[src/hdl/uart_link_pkg.sv]
`default_nettype none

package uart_link_pkg;

    typedef logic [7:0]  byte_t;      // one uart data byte
    typedef logic [31:0] word_t;      // transferred word
    typedef logic [1:0]  byte_idx_t;  // byte slot in a word
    typedef logic [3:0]  os_cnt_t;    // oversample ticks in a bit

    localparam int OVERSAMPLE     = 16;
    localparam int BYTES_PER_WORD = 4;

    typedef struct packed {
        word_t data;
        logic  frame_err;  // any stop bit low
    } rx_word_t;

endpackage

`default_nettype wire

[src/hdl/baud_tick_gen.sv]
`timescale 1ns/10ps
`default_nettype none

module baud_tick_gen #(
    parameter int CLK_DIV = 27
) (
    input  wire  i_clk,
    input  wire  i_rst_n,
    output logic o_tick
);

    localparam int CNT_W = (CLK_DIV > 1) ? $clog2(CLK_DIV) : 1;
    localparam logic [CNT_W-1:0] CNT_LAST = CNT_W'(CLK_DIV - 1);

    logic [CNT_W-1:0] cnt;

    always_ff @(posedge i_clk or negedge i_rst_n) begin
        if (!i_rst_n) begin
            cnt    <= '0;
            o_tick <= 1'b0;
        end else begin
            if (cnt == CNT_LAST) begin
                cnt    <= '0;
                o_tick <= 1'b1;  // one pulse per reload
            end else begin
                cnt    <= cnt + 1'b1;
                o_tick <= 1'b0;
            end
        end
    end

    // a zero divider would never reload
    a_div_valid: assert property (@(posedge i_clk) disable iff (!i_rst_n)
        CLK_DIV >= 1);

endmodule

`default_nettype wire

[src/hdl/uart_tx_byte.sv]
`timescale 1ns/10ps
`default_nettype none

module uart_tx_byte
    import uart_link_pkg::*;
(
    input  wire   i_clk,
    input  wire   i_rst_n,
    input  wire   i_tick,
    input  wire   i_start,
    input  byte_t i_data,
    output logic  o_serial,
    output logic  o_byte_done
);

    typedef enum logic [1:0] {
        IDLE,
        START,
        DATA,
        STOP
    } tx_state_t;

    localparam os_cnt_t OS_LAST = os_cnt_t'(OVERSAMPLE - 1);

    tx_state_t  state;
    os_cnt_t    os_cnt;
    logic [2:0] bit_cnt;
    logic       pend;      // strobe seen, waiting for tick
    logic       bit_end;
    byte_t      shreg;

    assign bit_end = i_tick && (os_cnt == OS_LAST);

    always_ff @(posedge i_clk) begin
        if (state == IDLE && i_start) begin
            shreg <= i_data;
        end else if (state == DATA && bit_end) begin
            shreg <= {1'b0, shreg[7:1]};  // lsb first
        end
    end

    always_ff @(posedge i_clk or negedge i_rst_n) begin
        if (!i_rst_n) begin
            state       <= IDLE;
            pend        <= 1'b0;
            os_cnt      <= '0;
            bit_cnt     <= '0;
            o_serial    <= 1'b1;
            o_byte_done <= 1'b0;
        end else begin
            o_byte_done <= 1'b0;
            if (state != IDLE && i_tick && !bit_end) begin
                os_cnt <= os_cnt + 1'b1;
            end
            case (state)
                IDLE: begin
                    if (i_start) begin
                        pend <= 1'b1;
                    end
                    if (pend && i_tick) begin  // align start bit to tick grid
                        pend     <= 1'b0;
                        state    <= START;
                        os_cnt   <= '0;
                        o_serial <= 1'b0;
                    end
                end
                START: begin
                    if (bit_end) begin
                        state    <= DATA;
                        os_cnt   <= '0;
                        bit_cnt  <= '0;
                        o_serial <= shreg[0];
                    end
                end
                DATA: begin
                    if (bit_end) begin
                        os_cnt <= '0;
                        if (bit_cnt == 3'd7) begin
                            state    <= STOP;
                            o_serial <= 1'b1;
                        end else begin
                            bit_cnt  <= bit_cnt + 1'b1;
                            o_serial <= shreg[1];
                        end
                    end
                end
                STOP: begin
                    if (bit_end) begin
                        state       <= IDLE;
                        os_cnt      <= '0;
                        o_byte_done <= 1'b1;
                    end
                end
                default: state <= IDLE;
            endcase
        end
    end

    a_idle_high: assert property (@(posedge i_clk) disable iff (!i_rst_n)
        (state == IDLE) |-> o_serial);

endmodule

`default_nettype wire

[src/hdl/uart_tx_word.sv]
`timescale 1ns/10ps
`default_nettype none

module uart_tx_word
    import uart_link_pkg::*;
(
    input  wire   i_clk,
    input  wire   i_rst_n,
    input  wire   i_tick,
    input  wire   i_tx_en,
    input  word_t i_tx_word,
    output logic  o_tx_serial,
    output logic  o_tx_busy,
    output logic  o_tx_done
);

    localparam byte_idx_t LAST_IDX = byte_idx_t'(BYTES_PER_WORD - 1);

    word_t     word_q;
    byte_idx_t idx;
    byte_t     cur_byte;
    logic      start_q;
    logic      byte_done;

    assign cur_byte = word_q[{idx, 3'b000} +: 8];

    always_ff @(posedge i_clk) begin
        if (i_tx_en && !o_tx_busy) begin
            word_q <= i_tx_word;
        end
    end

    always_ff @(posedge i_clk or negedge i_rst_n) begin
        if (!i_rst_n) begin
            start_q   <= 1'b0;
            idx       <= '0;
            o_tx_busy <= 1'b0;
            o_tx_done <= 1'b0;
        end else begin
            start_q   <= 1'b0;
            o_tx_done <= 1'b0;
            if (i_tx_en && !o_tx_busy) begin
                o_tx_busy <= 1'b1;
                start_q   <= 1'b1;  // byte 0
                idx       <= '0;
            end else if (byte_done) begin
                if (idx == LAST_IDX) begin
                    o_tx_busy <= 1'b0;
                    o_tx_done <= 1'b1;
                    idx       <= '0;
                end else begin
                    idx     <= idx + 1'b1;
                    start_q <= 1'b1;  // chain next byte
                end
            end
        end
    end

    uart_tx_byte u_tx_byte (
        .i_clk       (i_clk),
        .i_rst_n     (i_rst_n),
        .i_tick      (i_tick),
        .i_start     (start_q),
        .i_data      (cur_byte),
        .o_serial    (o_tx_serial),
        .o_byte_done (byte_done)
    );

    a_done_in_busy: assert property (@(posedge i_clk) disable iff (!i_rst_n)
        o_tx_done |-> $past(o_tx_busy));

endmodule

`default_nettype wire

[src/hdl/uart_rx_byte.sv]
`timescale 1ns/10ps
`default_nettype none

module uart_rx_byte
    import uart_link_pkg::*;
(
    input  wire   i_clk,
    input  wire   i_rst_n,
    input  wire   i_tick,
    input  wire   i_serial,
    output byte_t o_byte,
    output logic  o_byte_valid,
    output logic  o_stop_err
);

    typedef enum logic [1:0] {
        IDLE,
        START,
        DATA,
        STOP
    } rx_state_t;

    localparam os_cnt_t OS_MID  = os_cnt_t'(OVERSAMPLE / 2 - 1);
    localparam os_cnt_t OS_LAST = os_cnt_t'(OVERSAMPLE - 1);

    rx_state_t  state;
    os_cnt_t    os_cnt;
    logic [2:0] bit_cnt;
    logic       rx_meta;
    logic       rx_sync;
    logic       rx_prev;
    logic       bit_mid;
    byte_t      shreg;

    assign bit_mid = i_tick && (os_cnt == OS_LAST);
    assign o_byte  = shreg;

    always_ff @(posedge i_clk or negedge i_rst_n) begin
        if (!i_rst_n) begin
            rx_meta <= 1'b1;
            rx_sync <= 1'b1;
            rx_prev <= 1'b1;
        end else begin
            rx_meta <= i_serial;
            rx_sync <= rx_meta;
            rx_prev <= rx_sync;  // for edge detect
        end
    end

    always_ff @(posedge i_clk) begin
        if (state == DATA && bit_mid) begin
            shreg <= {rx_sync, shreg[7:1]};
        end
    end

    always_ff @(posedge i_clk or negedge i_rst_n) begin
        if (!i_rst_n) begin
            state        <= IDLE;
            os_cnt       <= '0;
            bit_cnt      <= '0;
            o_byte_valid <= 1'b0;
            o_stop_err   <= 1'b0;
        end else begin
            o_byte_valid <= 1'b0;
            if (state != IDLE && i_tick) begin
                os_cnt <= os_cnt + 1'b1;
            end
            case (state)
                IDLE: begin
                    if (rx_prev && !rx_sync) begin  // falling edge
                        state  <= START;
                        os_cnt <= '0;
                    end
                end
                START: begin
                    if (i_tick && os_cnt == OS_MID) begin
                        os_cnt  <= '0;
                        bit_cnt <= '0;
                        // glitch shorter than half a bit
                        state   <= rx_sync ? IDLE : DATA;
                    end
                end
                DATA: begin
                    if (bit_mid) begin
                        bit_cnt <= bit_cnt + 1'b1;
                        if (bit_cnt == 3'd7) begin
                            state <= STOP;
                        end
                    end
                end
                STOP: begin
                    if (bit_mid) begin
                        state        <= IDLE;
                        o_byte_valid <= 1'b1;
                        o_stop_err   <= !rx_sync;
                    end
                end
                default: state <= IDLE;
            endcase
        end
    end

    a_valid_single: assert property (@(posedge i_clk) disable iff (!i_rst_n)
        o_byte_valid |=> !o_byte_valid);

endmodule

`default_nettype wire

[src/hdl/uart_rx_word.sv]
`timescale 1ns/10ps
`default_nettype none

module uart_rx_word
    import uart_link_pkg::*;
(
    input  wire      i_clk,
    input  wire      i_rst_n,
    input  byte_t    i_byte,
    input  wire      i_byte_valid,
    input  wire      i_stop_err,
    output rx_word_t o_rx_word,
    output logic     o_rx_valid
);

    localparam byte_idx_t LAST_IDX = byte_idx_t'(BYTES_PER_WORD - 1);

    byte_idx_t idx;
    word_t     word_q;
    word_t     word_next;
    logic      err_q;

    always_comb begin
        word_next = word_q;
        word_next[{idx, 3'b000} +: 8] = i_byte;  // byte lands at its slot
    end

    always_ff @(posedge i_clk) begin
        if (i_byte_valid) begin
            word_q <= word_next;
            if (idx == LAST_IDX) begin
                o_rx_word.data      <= word_next;
                o_rx_word.frame_err <= err_q | i_stop_err;
            end
        end
    end

    always_ff @(posedge i_clk or negedge i_rst_n) begin
        if (!i_rst_n) begin
            idx        <= '0;
            err_q      <= 1'b0;
            o_rx_valid <= 1'b0;
        end else begin
            o_rx_valid <= 1'b0;
            if (i_byte_valid) begin
                if (idx == LAST_IDX) begin
                    idx        <= '0;
                    err_q      <= 1'b0;
                    o_rx_valid <= 1'b1;
                end else begin
                    idx   <= idx + 1'b1;
                    err_q <= err_q | i_stop_err;  // sticky per word
                end
            end
        end
    end

endmodule

`default_nettype wire

[src/hdl/uart_word_link.sv]
`timescale 1ns/10ps
`default_nettype none

module uart_word_link
    import uart_link_pkg::*;
#(
    parameter int CLK_DIV = 27  // clocks per oversample tick
) (
    input  wire      i_clk,
    input  wire      i_rst_n,
    input  wire      i_tx_en,
    input  word_t    i_tx_word,
    input  wire      i_rx_serial,
    output logic     o_tx_serial,
    output logic     o_tx_busy,
    output logic     o_tx_done,
    output rx_word_t o_rx_word,
    output logic     o_rx_valid
);

    logic  tick;
    byte_t rx_byte;
    logic  rx_byte_valid;
    logic  rx_stop_err;

    baud_tick_gen #(
        .CLK_DIV (CLK_DIV)
    ) u_baud (
        .i_clk   (i_clk),
        .i_rst_n (i_rst_n),
        .o_tick  (tick)
    );

    uart_tx_word u_tx (
        .i_clk       (i_clk),
        .i_rst_n     (i_rst_n),
        .i_tick      (tick),
        .i_tx_en     (i_tx_en),
        .i_tx_word   (i_tx_word),
        .o_tx_serial (o_tx_serial),
        .o_tx_busy   (o_tx_busy),
        .o_tx_done   (o_tx_done)
    );

    uart_rx_byte u_rx_byte (
        .i_clk        (i_clk),
        .i_rst_n      (i_rst_n),
        .i_tick       (tick),
        .i_serial     (i_rx_serial),
        .o_byte       (rx_byte),
        .o_byte_valid (rx_byte_valid),
        .o_stop_err   (rx_stop_err)
    );

    uart_rx_word u_rx_word (
        .i_clk        (i_clk),
        .i_rst_n      (i_rst_n),
        .i_byte       (rx_byte),
        .i_byte_valid (rx_byte_valid),
        .i_stop_err   (rx_stop_err),
        .o_rx_word    (o_rx_word),
        .o_rx_valid   (o_rx_valid)
    );

endmodule

`default_nettype wire

[config.mk]
export PLATFORM = sky130hd
export DESIGN_NAME = uart_word_link
export DESIGN_NICKNAME = d
export VERILOG_FILES = /design/src/hdl/uart_link_pkg.sv /design/src/hdl/baud_tick_gen.sv /design/src/hdl/uart_tx_byte.sv /design/src/hdl/uart_tx_word.sv /design/src/hdl/uart_rx_byte.sv /design/src/hdl/uart_rx_word.sv /design/src/hdl/uart_word_link.sv
export SDC_FILE = /design/constraint.sdc
export NUM_CORES = 1
export LEC_CHECK = 0
export ABC_AREA = 1
export ABC_CLOCK_PERIOD_IN_PS = 3250
export BUFFER_PORTS_ARGS = -buffer_cell sky130_fd_sc_hd__buf_2
export CAP_MARGIN = 5
export CORE_MARGIN = 2
export CORE_UTILIZATION = 45
export DETAILED_ROUTE_END_ITERATION = 8
export SKIP_CTS_REPAIR_TIMING = 1
export SYNTH_ARGS = -nofsm -noshare
export SYNTH_HDL_FRONTEND = slang
export SYNTH_SLANG_ARGS = --single-unit
[constraint.sdc]
create_clock -name i_clk -period 3.25 [get_ports i_clk]
set_clock_uncertainty 0.1 [all_clocks]
set_input_delay 0.4875 -clock i_clk [delete_from_list [all_inputs] [get_ports i_clk]]
set_output_delay 0.4875 -clock i_clk [all_outputs]
set_load 0.02 [all_outputs]
==> flow_metrics.tcl, run 1 <==
set metrics [dict create \
    finalHoldViolCount 0 \
    ys_top_cells_by_count "edfxtp_1 (113), inv_1 (79), nand2_1 (64)" \
    cts.htree.levels 4 \
    setup_viol 0 \
    antenna_found_initial 0 \
    critical_path_class "flop to flop" \
    rsz0062_at_grt "false" \
    synth_edf_count 113 \
    post-dp-hpwl_um 7590 \
    finalWirelength_um 11100 \
    ir_worst_vdd_mv 0.346 \
    holdWs_ns 0.0668 \
    vias 3849 \
    r2r_setup_slack_ns 0.99 \
    clkSinkCount 154 \
    cp.depth 5 \
    ctsRootBufferMaster "clkbuf_16" \
    synth.top_cell.area_share 0.543 \
    relSlewSlack 0.402 \
    worstPathArrival_ns 2.39 \
    max_freq_mhz 443 \
    drv_cap 0 \
    grt_start_max_net_pins 42 \
    synthFlopType "edfxtp_1" \
    final_max_slew_viol_count 0 \
    post_synth_main_area_contributors "edfxtp_1 (54%), dfrtp_1 (15%), inv_1 (4.7%)" \
    wl_per_cell_um 14.0 \
    crit_end "u_rx_word.o_rx_word[6]" \
    route.detailed.drc 0 \
    dieArea_um2 14800 \
    fin_tns_setup_ns 0 \
    yosysSeqAreaShare 0.708 \
    cts_tree "yes" \
    io_buffers 72 \
    cts_buffers 17 \
    core-area_um2 13700 \
    initialDrtViolationCount 288 \
    cp-end-kind "flop" \
    die_x_um 122 \
    grt_use_total 0.164 \
    synth_warnings 0 \
    cp_common_cell "inv_1" \
    synth-seq-cells 154 \
    ys_async_sr_fraction 0.266 \
    post-route-period-util 0.695 \
    start_util 0.455 \
    insertedDiodeCount 0 \
    worstReg2RegEnd "u_rx_word.o_rx_word[6]" \
    ios 73 \
    status "completed" \
    critPathRequiredTime_ns 3.38 \
    cellPowerDensity_nw_per_um2 589 \
    fin_nets 654 \
    worst-path-max-fanout 14 \
    fin_util 0.542 \
    insertion_delay_ns 0.42 \
    drive_gt1_frac 0.188 \
    rr_worst_depth 5 \
    fp.dieH_um 122 \
    design_area_um2 7430 \
    placed_area_um2 6800 \
    critPathLaunch "u_rx_word.idx[0]" \
    slowest_delay_ns 0.59 \
    cp_num_buf_inv 2 \
    path_clk_slew_ns 0.06 \
    cpMaxStageDelayCell "dfrtp_1" \
    drt_first_pass_iters 4 \
    crit-reg2reg-launch "u_rx_word.idx[0]" \
    synthCells 516 \
    area_growth_pct 19.0 \
    clock_path_buffers 2 \
    yosysUniqueCellTypes 28 \
    overflow 0 \
    netlist_area_um2 6250 \
    yosysMostFrequentCell "edfxtp_1" \
    grt_pass1_vias 3798 \
    fp-row-count 43 \
    finalCriticalPeriod_ns 2.26 \
    avgSynthCellArea_um2 12.1 \
    vias_per_cell 4.86 \
    hold_path.class "input pin to flop" \
    final_antenna_net_count 0 \
    hold-path-cell-count 1 \
    leakagePower_nw 3.11 \
    place_congestion 0.757 \
    tightestPinTransition_ns 0.896 \
    critPathLaunchType "flop" \
    grt_pass1_wl_um 18400 \
    path_delay_family "flip-flops" \
    syn_nets 571 \
    synth_top_area_cell "edfxtp_1" \
    crit_chain "inv_1 > ha_1 > inv_1 > nand4_1 > o22ai_1" \
]
## worst min path at each step
| stage | to | slack, ns | from |
|---|---|---|---|
| 2_1_floorplan | asynchronous set/reset pin | 0.09 | i_rst_n |
| 3_3_place_gp | u_rx_byte.rx_sync | 0.25 | u_rx_byte.rx_meta |
| 3_5_place_dp | u_rx_byte.rx_sync | 0.25 | u_rx_byte.rx_meta |
| 4_1_cts | u_rx_byte.rx_meta | 0.05 | i_rx_serial |
| 5_1_grt | u_rx_byte.rx_meta | 0.05 | i_rx_serial |
| 6_report | u_rx_byte.rx_meta | 0.07 | i_rx_serial |
## cells in the final DEF (no fill, tap or decap), drive strengths merged
cell type  instances
a211oi             1
o21ai             32
inv               82
edfxtp           113
nand2             65
a21boi             1
nand3             24
dfrtp             37
nor2              61
clkinvlp           2
a21oi              8
bufinv             5
ha                19
clkbuf            17
nand4              5
xnor2              2
nor3               2
nand3b             1
and2               1
o22ai             25
or2                3
o32ai              8
a31oi              6
dfstp              4
xor2               5
buf               76
clkinv             7
## metal layers
layer	track usage	up-vias	wire length (um)
met2	0.262	78	5310
met4	0.0783	0	259
met5	0	-	0
li1	-	1940	-
met1	0.210	1812	5120
met3	0.0403	19	417
## power by group
part / switching, W / internal (W)
registers: 0.0000262 / 0.00213
logic: 0.0000774 / 0.0000494
clock network: 0.000747 / 0.00135
## layout make-up
cell class / instances / area [um^2]
well taps: 180 / 225
clock inverters: 15 / 204
flip-flops and latches: 154 / 4420
multi-input cells: 269 / 1460
repair buffers: 76 / 390
clock buffers: 17 / 425
fillers: 1183 / 6290
inverters: 81 / 304
## worst reg2reg max path: cells and delay by family (launching register included)
kind,cells,cell delay (ns)
simple gates,1,0.35
flops,1,0.59
compound gates,1,0.31
buf+inv,2,0.33
fa+ha+maj,1,0.40
## registers in the layout, indices dropped and copies added (netlist names), 2 cells and up, named ones only
signal / flops
u_tx.u_tx_byte.state: 2
u_tx.idx: 2
u_rx_word.o_rx_word: 33
u_tx.u_tx_byte.bit_cnt: 3
u_baud.cnt: 5
u_rx_byte.o_byte: 8
u_rx_word.idx: 2
u_tx.u_tx_byte.shreg: 8
u_tx.u_tx_byte.os_cnt: 4
u_rx_byte.bit_cnt: 3
u_tx.word_q: 32
u_rx_word.word_q: 32
u_rx_byte.os_cnt: 4
## metrics by stage
stage          cells  worst slack [ns]  total power (W)
3_5_place_dp     760              1.04          0.00233
2_1_floorplan    516             0.953          0.00227
6_report         792             0.992          0.00438
5_1_grt          792             0.870          0.00454
3_3_place_gp     760              1.18          0.00232
4_1_cts          792              1.02          0.00442
## logic make-up after synthesis
logic type	after synthesis	synth area share
DFF	154	0.708
adders and majority gates	19	0.0381
buffers and inverters	93	0.0585
AOI/OAI and AO/OA	81	0.0773
xor gates and xnor gates	7	0.00982
and+or+nand+nor	162	0.108
(Power assumes the default switching activity.)
==> run 2: changes to the inputs <==
ABC_CLOCK_PERIOD_IN_PS = 2200   (was 3250)
clock period = 2.2 ns   (was 3.25 ns; I/O delays follow)
==> flow_metrics.tcl, run 2 (same netlist as run 1, synthesis figures left out) <==
set metrics [dict create \
    status "completed" \
    ios 73 \
    tightestPinTransition_ns 0.649 \
    post-dp-hpwl_um 7810 \
    die_x_um 122 \
    fp-row-count 43 \
    relSlewSlack 0.564 \
    post-route-period-util 0.912 \
    worst-path-max-fanout 10 \
    drt_first_pass_iters 5 \
    cts_tree "yes" \
    layout_common_cells "edfxtp_1 (113), inv_1 (79), buf_2 (72)" \
    antenna_found_initial 0 \
    final_max_slew_viol_count 0 \
    register_area_um2 4430 \
    reg_top3 "u_rx_word.o_rx_word: 33 flops, u_rx_word.word_q: 32 flops, u_tx.word_q: 32 flops" \
    clock_path_buffers 2 \
    grt_pass1_vias 4001 \
    regMostFlops "u_rx_word.o_rx_word" \
    largest_reg_flops 33 \
    worstPathArrival_ns 2.13 \
    finalHoldViolCount 0 \
    min_to "u_tx.start_q" \
    critPathLaunchType "flop" \
    drive_gt1_frac 0.191 \
    leakagePower_nw 3.29 \
    critical_path_class "flop to flop" \
    cts_buffers 17 \
    worstHoldStart "i_tx_en" \
    worstReg2RegEnd "u_rx_word.word_q[1]" \
    rr_worst_depth 4 \
    overflow 0 \
    ir_worst_vdd_mv 0.524 \
    finalWirelength_um 11900 \
    clkSinkCount 154 \
    fin_nets 696 \
    slowest_delay_ns 0.45 \
    cellPowerDensity_nw_per_um2 833 \
    area_growth_pct 25.6 \
    max_freq_mhz 498 \
    initialDrtViolationCount 264 \
    cts.htree.levels 4 \
    vias_per_cell 4.90 \
    start_util 0.455 \
    multi_input_area_um2 1460 \
    crit-reg2reg-launch "u_rx_word.idx[1]" \
    setup_viol 0 \
    cp-end-kind "flop" \
    holdWs_ns 0.126 \
    core-area_um2 13700 \
    vias 4081 \
    finalCriticalPeriod_ns 2.01 \
    cpMaxStageDelayCell "nand4_1" \
    nFillCells 1139 \
    drv_cap 0 \
    final_common_cell "edfxtp_1" \
    place_congestion 0.783 \
    grt_pass1_wl_um 18900 \
    ctsRootBufferMaster "clkbuf_16" \
    hold_path.class "input pin to flop" \
    grt_start_max_net_pins 35 \
    insertion_delay_ns 0.42 \
    route.detailed.drc 0 \
    crit_chain "inv_1 > ha_1 > nand4_1 > o22ai_1" \
    insertedDiodeCount 0 \
    rsz0062_at_grt "false" \
    hold-path-cell-count 3 \
    grt_use_total 0.169 \
    fin_tns_setup_ns 0 \
    fp.dieH_um 122 \
    r2r_setup_slack_ns 0.19 \
    critPathLaunch "u_rx_word.idx[1]" \
    critPathRequiredTime_ns 2.33 \
    io_buffers 72 \
    path_clk_slew_ns 0.06 \
    dieArea_um2 14800 \
    wl_per_cell_um 14.3 \
    final_antenna_net_count 0 \
]
## run 2: cell types whose count changed in the layout (fill, tap and decap cells not counted), sizes merged
cell,before,now
buf,76,84
clkbuf,17,18
clkinv,7,6
dlygate4sd3,0,34
inv,82,81
## run 2: critical path: cells and delay by family (launching register included)
| family | cells | cell delay (ns) |
|---|---|---|
| simple gates | 1 | 0.45 |
| flops | 1 | 0.41 |
| fa+ha+maj | 1 | 0.40 |
| compound gates | 1 | 0.33 |
| buf+inv | 1 | 0.12 |
## run 2: routing by layer
layer  global-route usage  vias to the layer above  part of all wire
li1                     -                     2022                 -
met2                0.287                       80              0.53
met1                0.202                     1963              0.42
met4               0.0761                        0             0.017
met5                    0                        -                 0
met3               0.0454                       16             0.036
## run 2: cell type report
| type | instances | area share |
|---|---|---|
| flip-flops and latches | 154 | 0.564 |
| multi-input cells | 269 | 0.186 |
| clock inverters | 13 | 0.0257 |
| inverters | 81 | 0.0388 |
| well taps | 180 | 0.0287 |
| repair buffers | 118 | 0.102 |
| clock buffers | 18 | 0.0547 |
## run 2: how the worst max path moves through the flow
stage / endpoint
after floorplan: u_rx_word.o_rx_word[0]
after global placement: u_rx_word.o_rx_word[8]
after detailed placement: u_rx_word.o_rx_word[4]
after CTS: u_rx_word.word_q[1]
after global routing: u_rx_word.word_q[1]
final: u_rx_word.word_q[1]
## run 2: per-stage QoR
| step | setup WS, ns | area (um^2) | power, W | util | std cells |
|---|---|---|---|---|---|
| global placement | 0.324 | 6870 | 0.00343 | 0.501 | 768 |
| floorplan | 0.213 | 6250 | 0.00335 | - | 516 |
| global route | 0.00372 | 7850 | 0.00676 | 0.572 | 833 |
| detailed placement | 0.227 | 6870 | 0.00344 | 0.501 | 768 |
| CTS | 0.209 | 7500 | 0.00656 | 0.547 | 799 |
| finish | 0.193 | 7850 | 0.00653 | 0.572 | 833 |
## run 2: power breakdown
part / total (W) / switching [W] / internal, W
logic: 0.000245 / 0.000130 / 0.000115
clock network: 0.00310 / 0.00111 / 0.00200
registers: 0.00318 / 0.0000375 / 0.00315
total: 0.00653 / 0.00128 / 0.00526
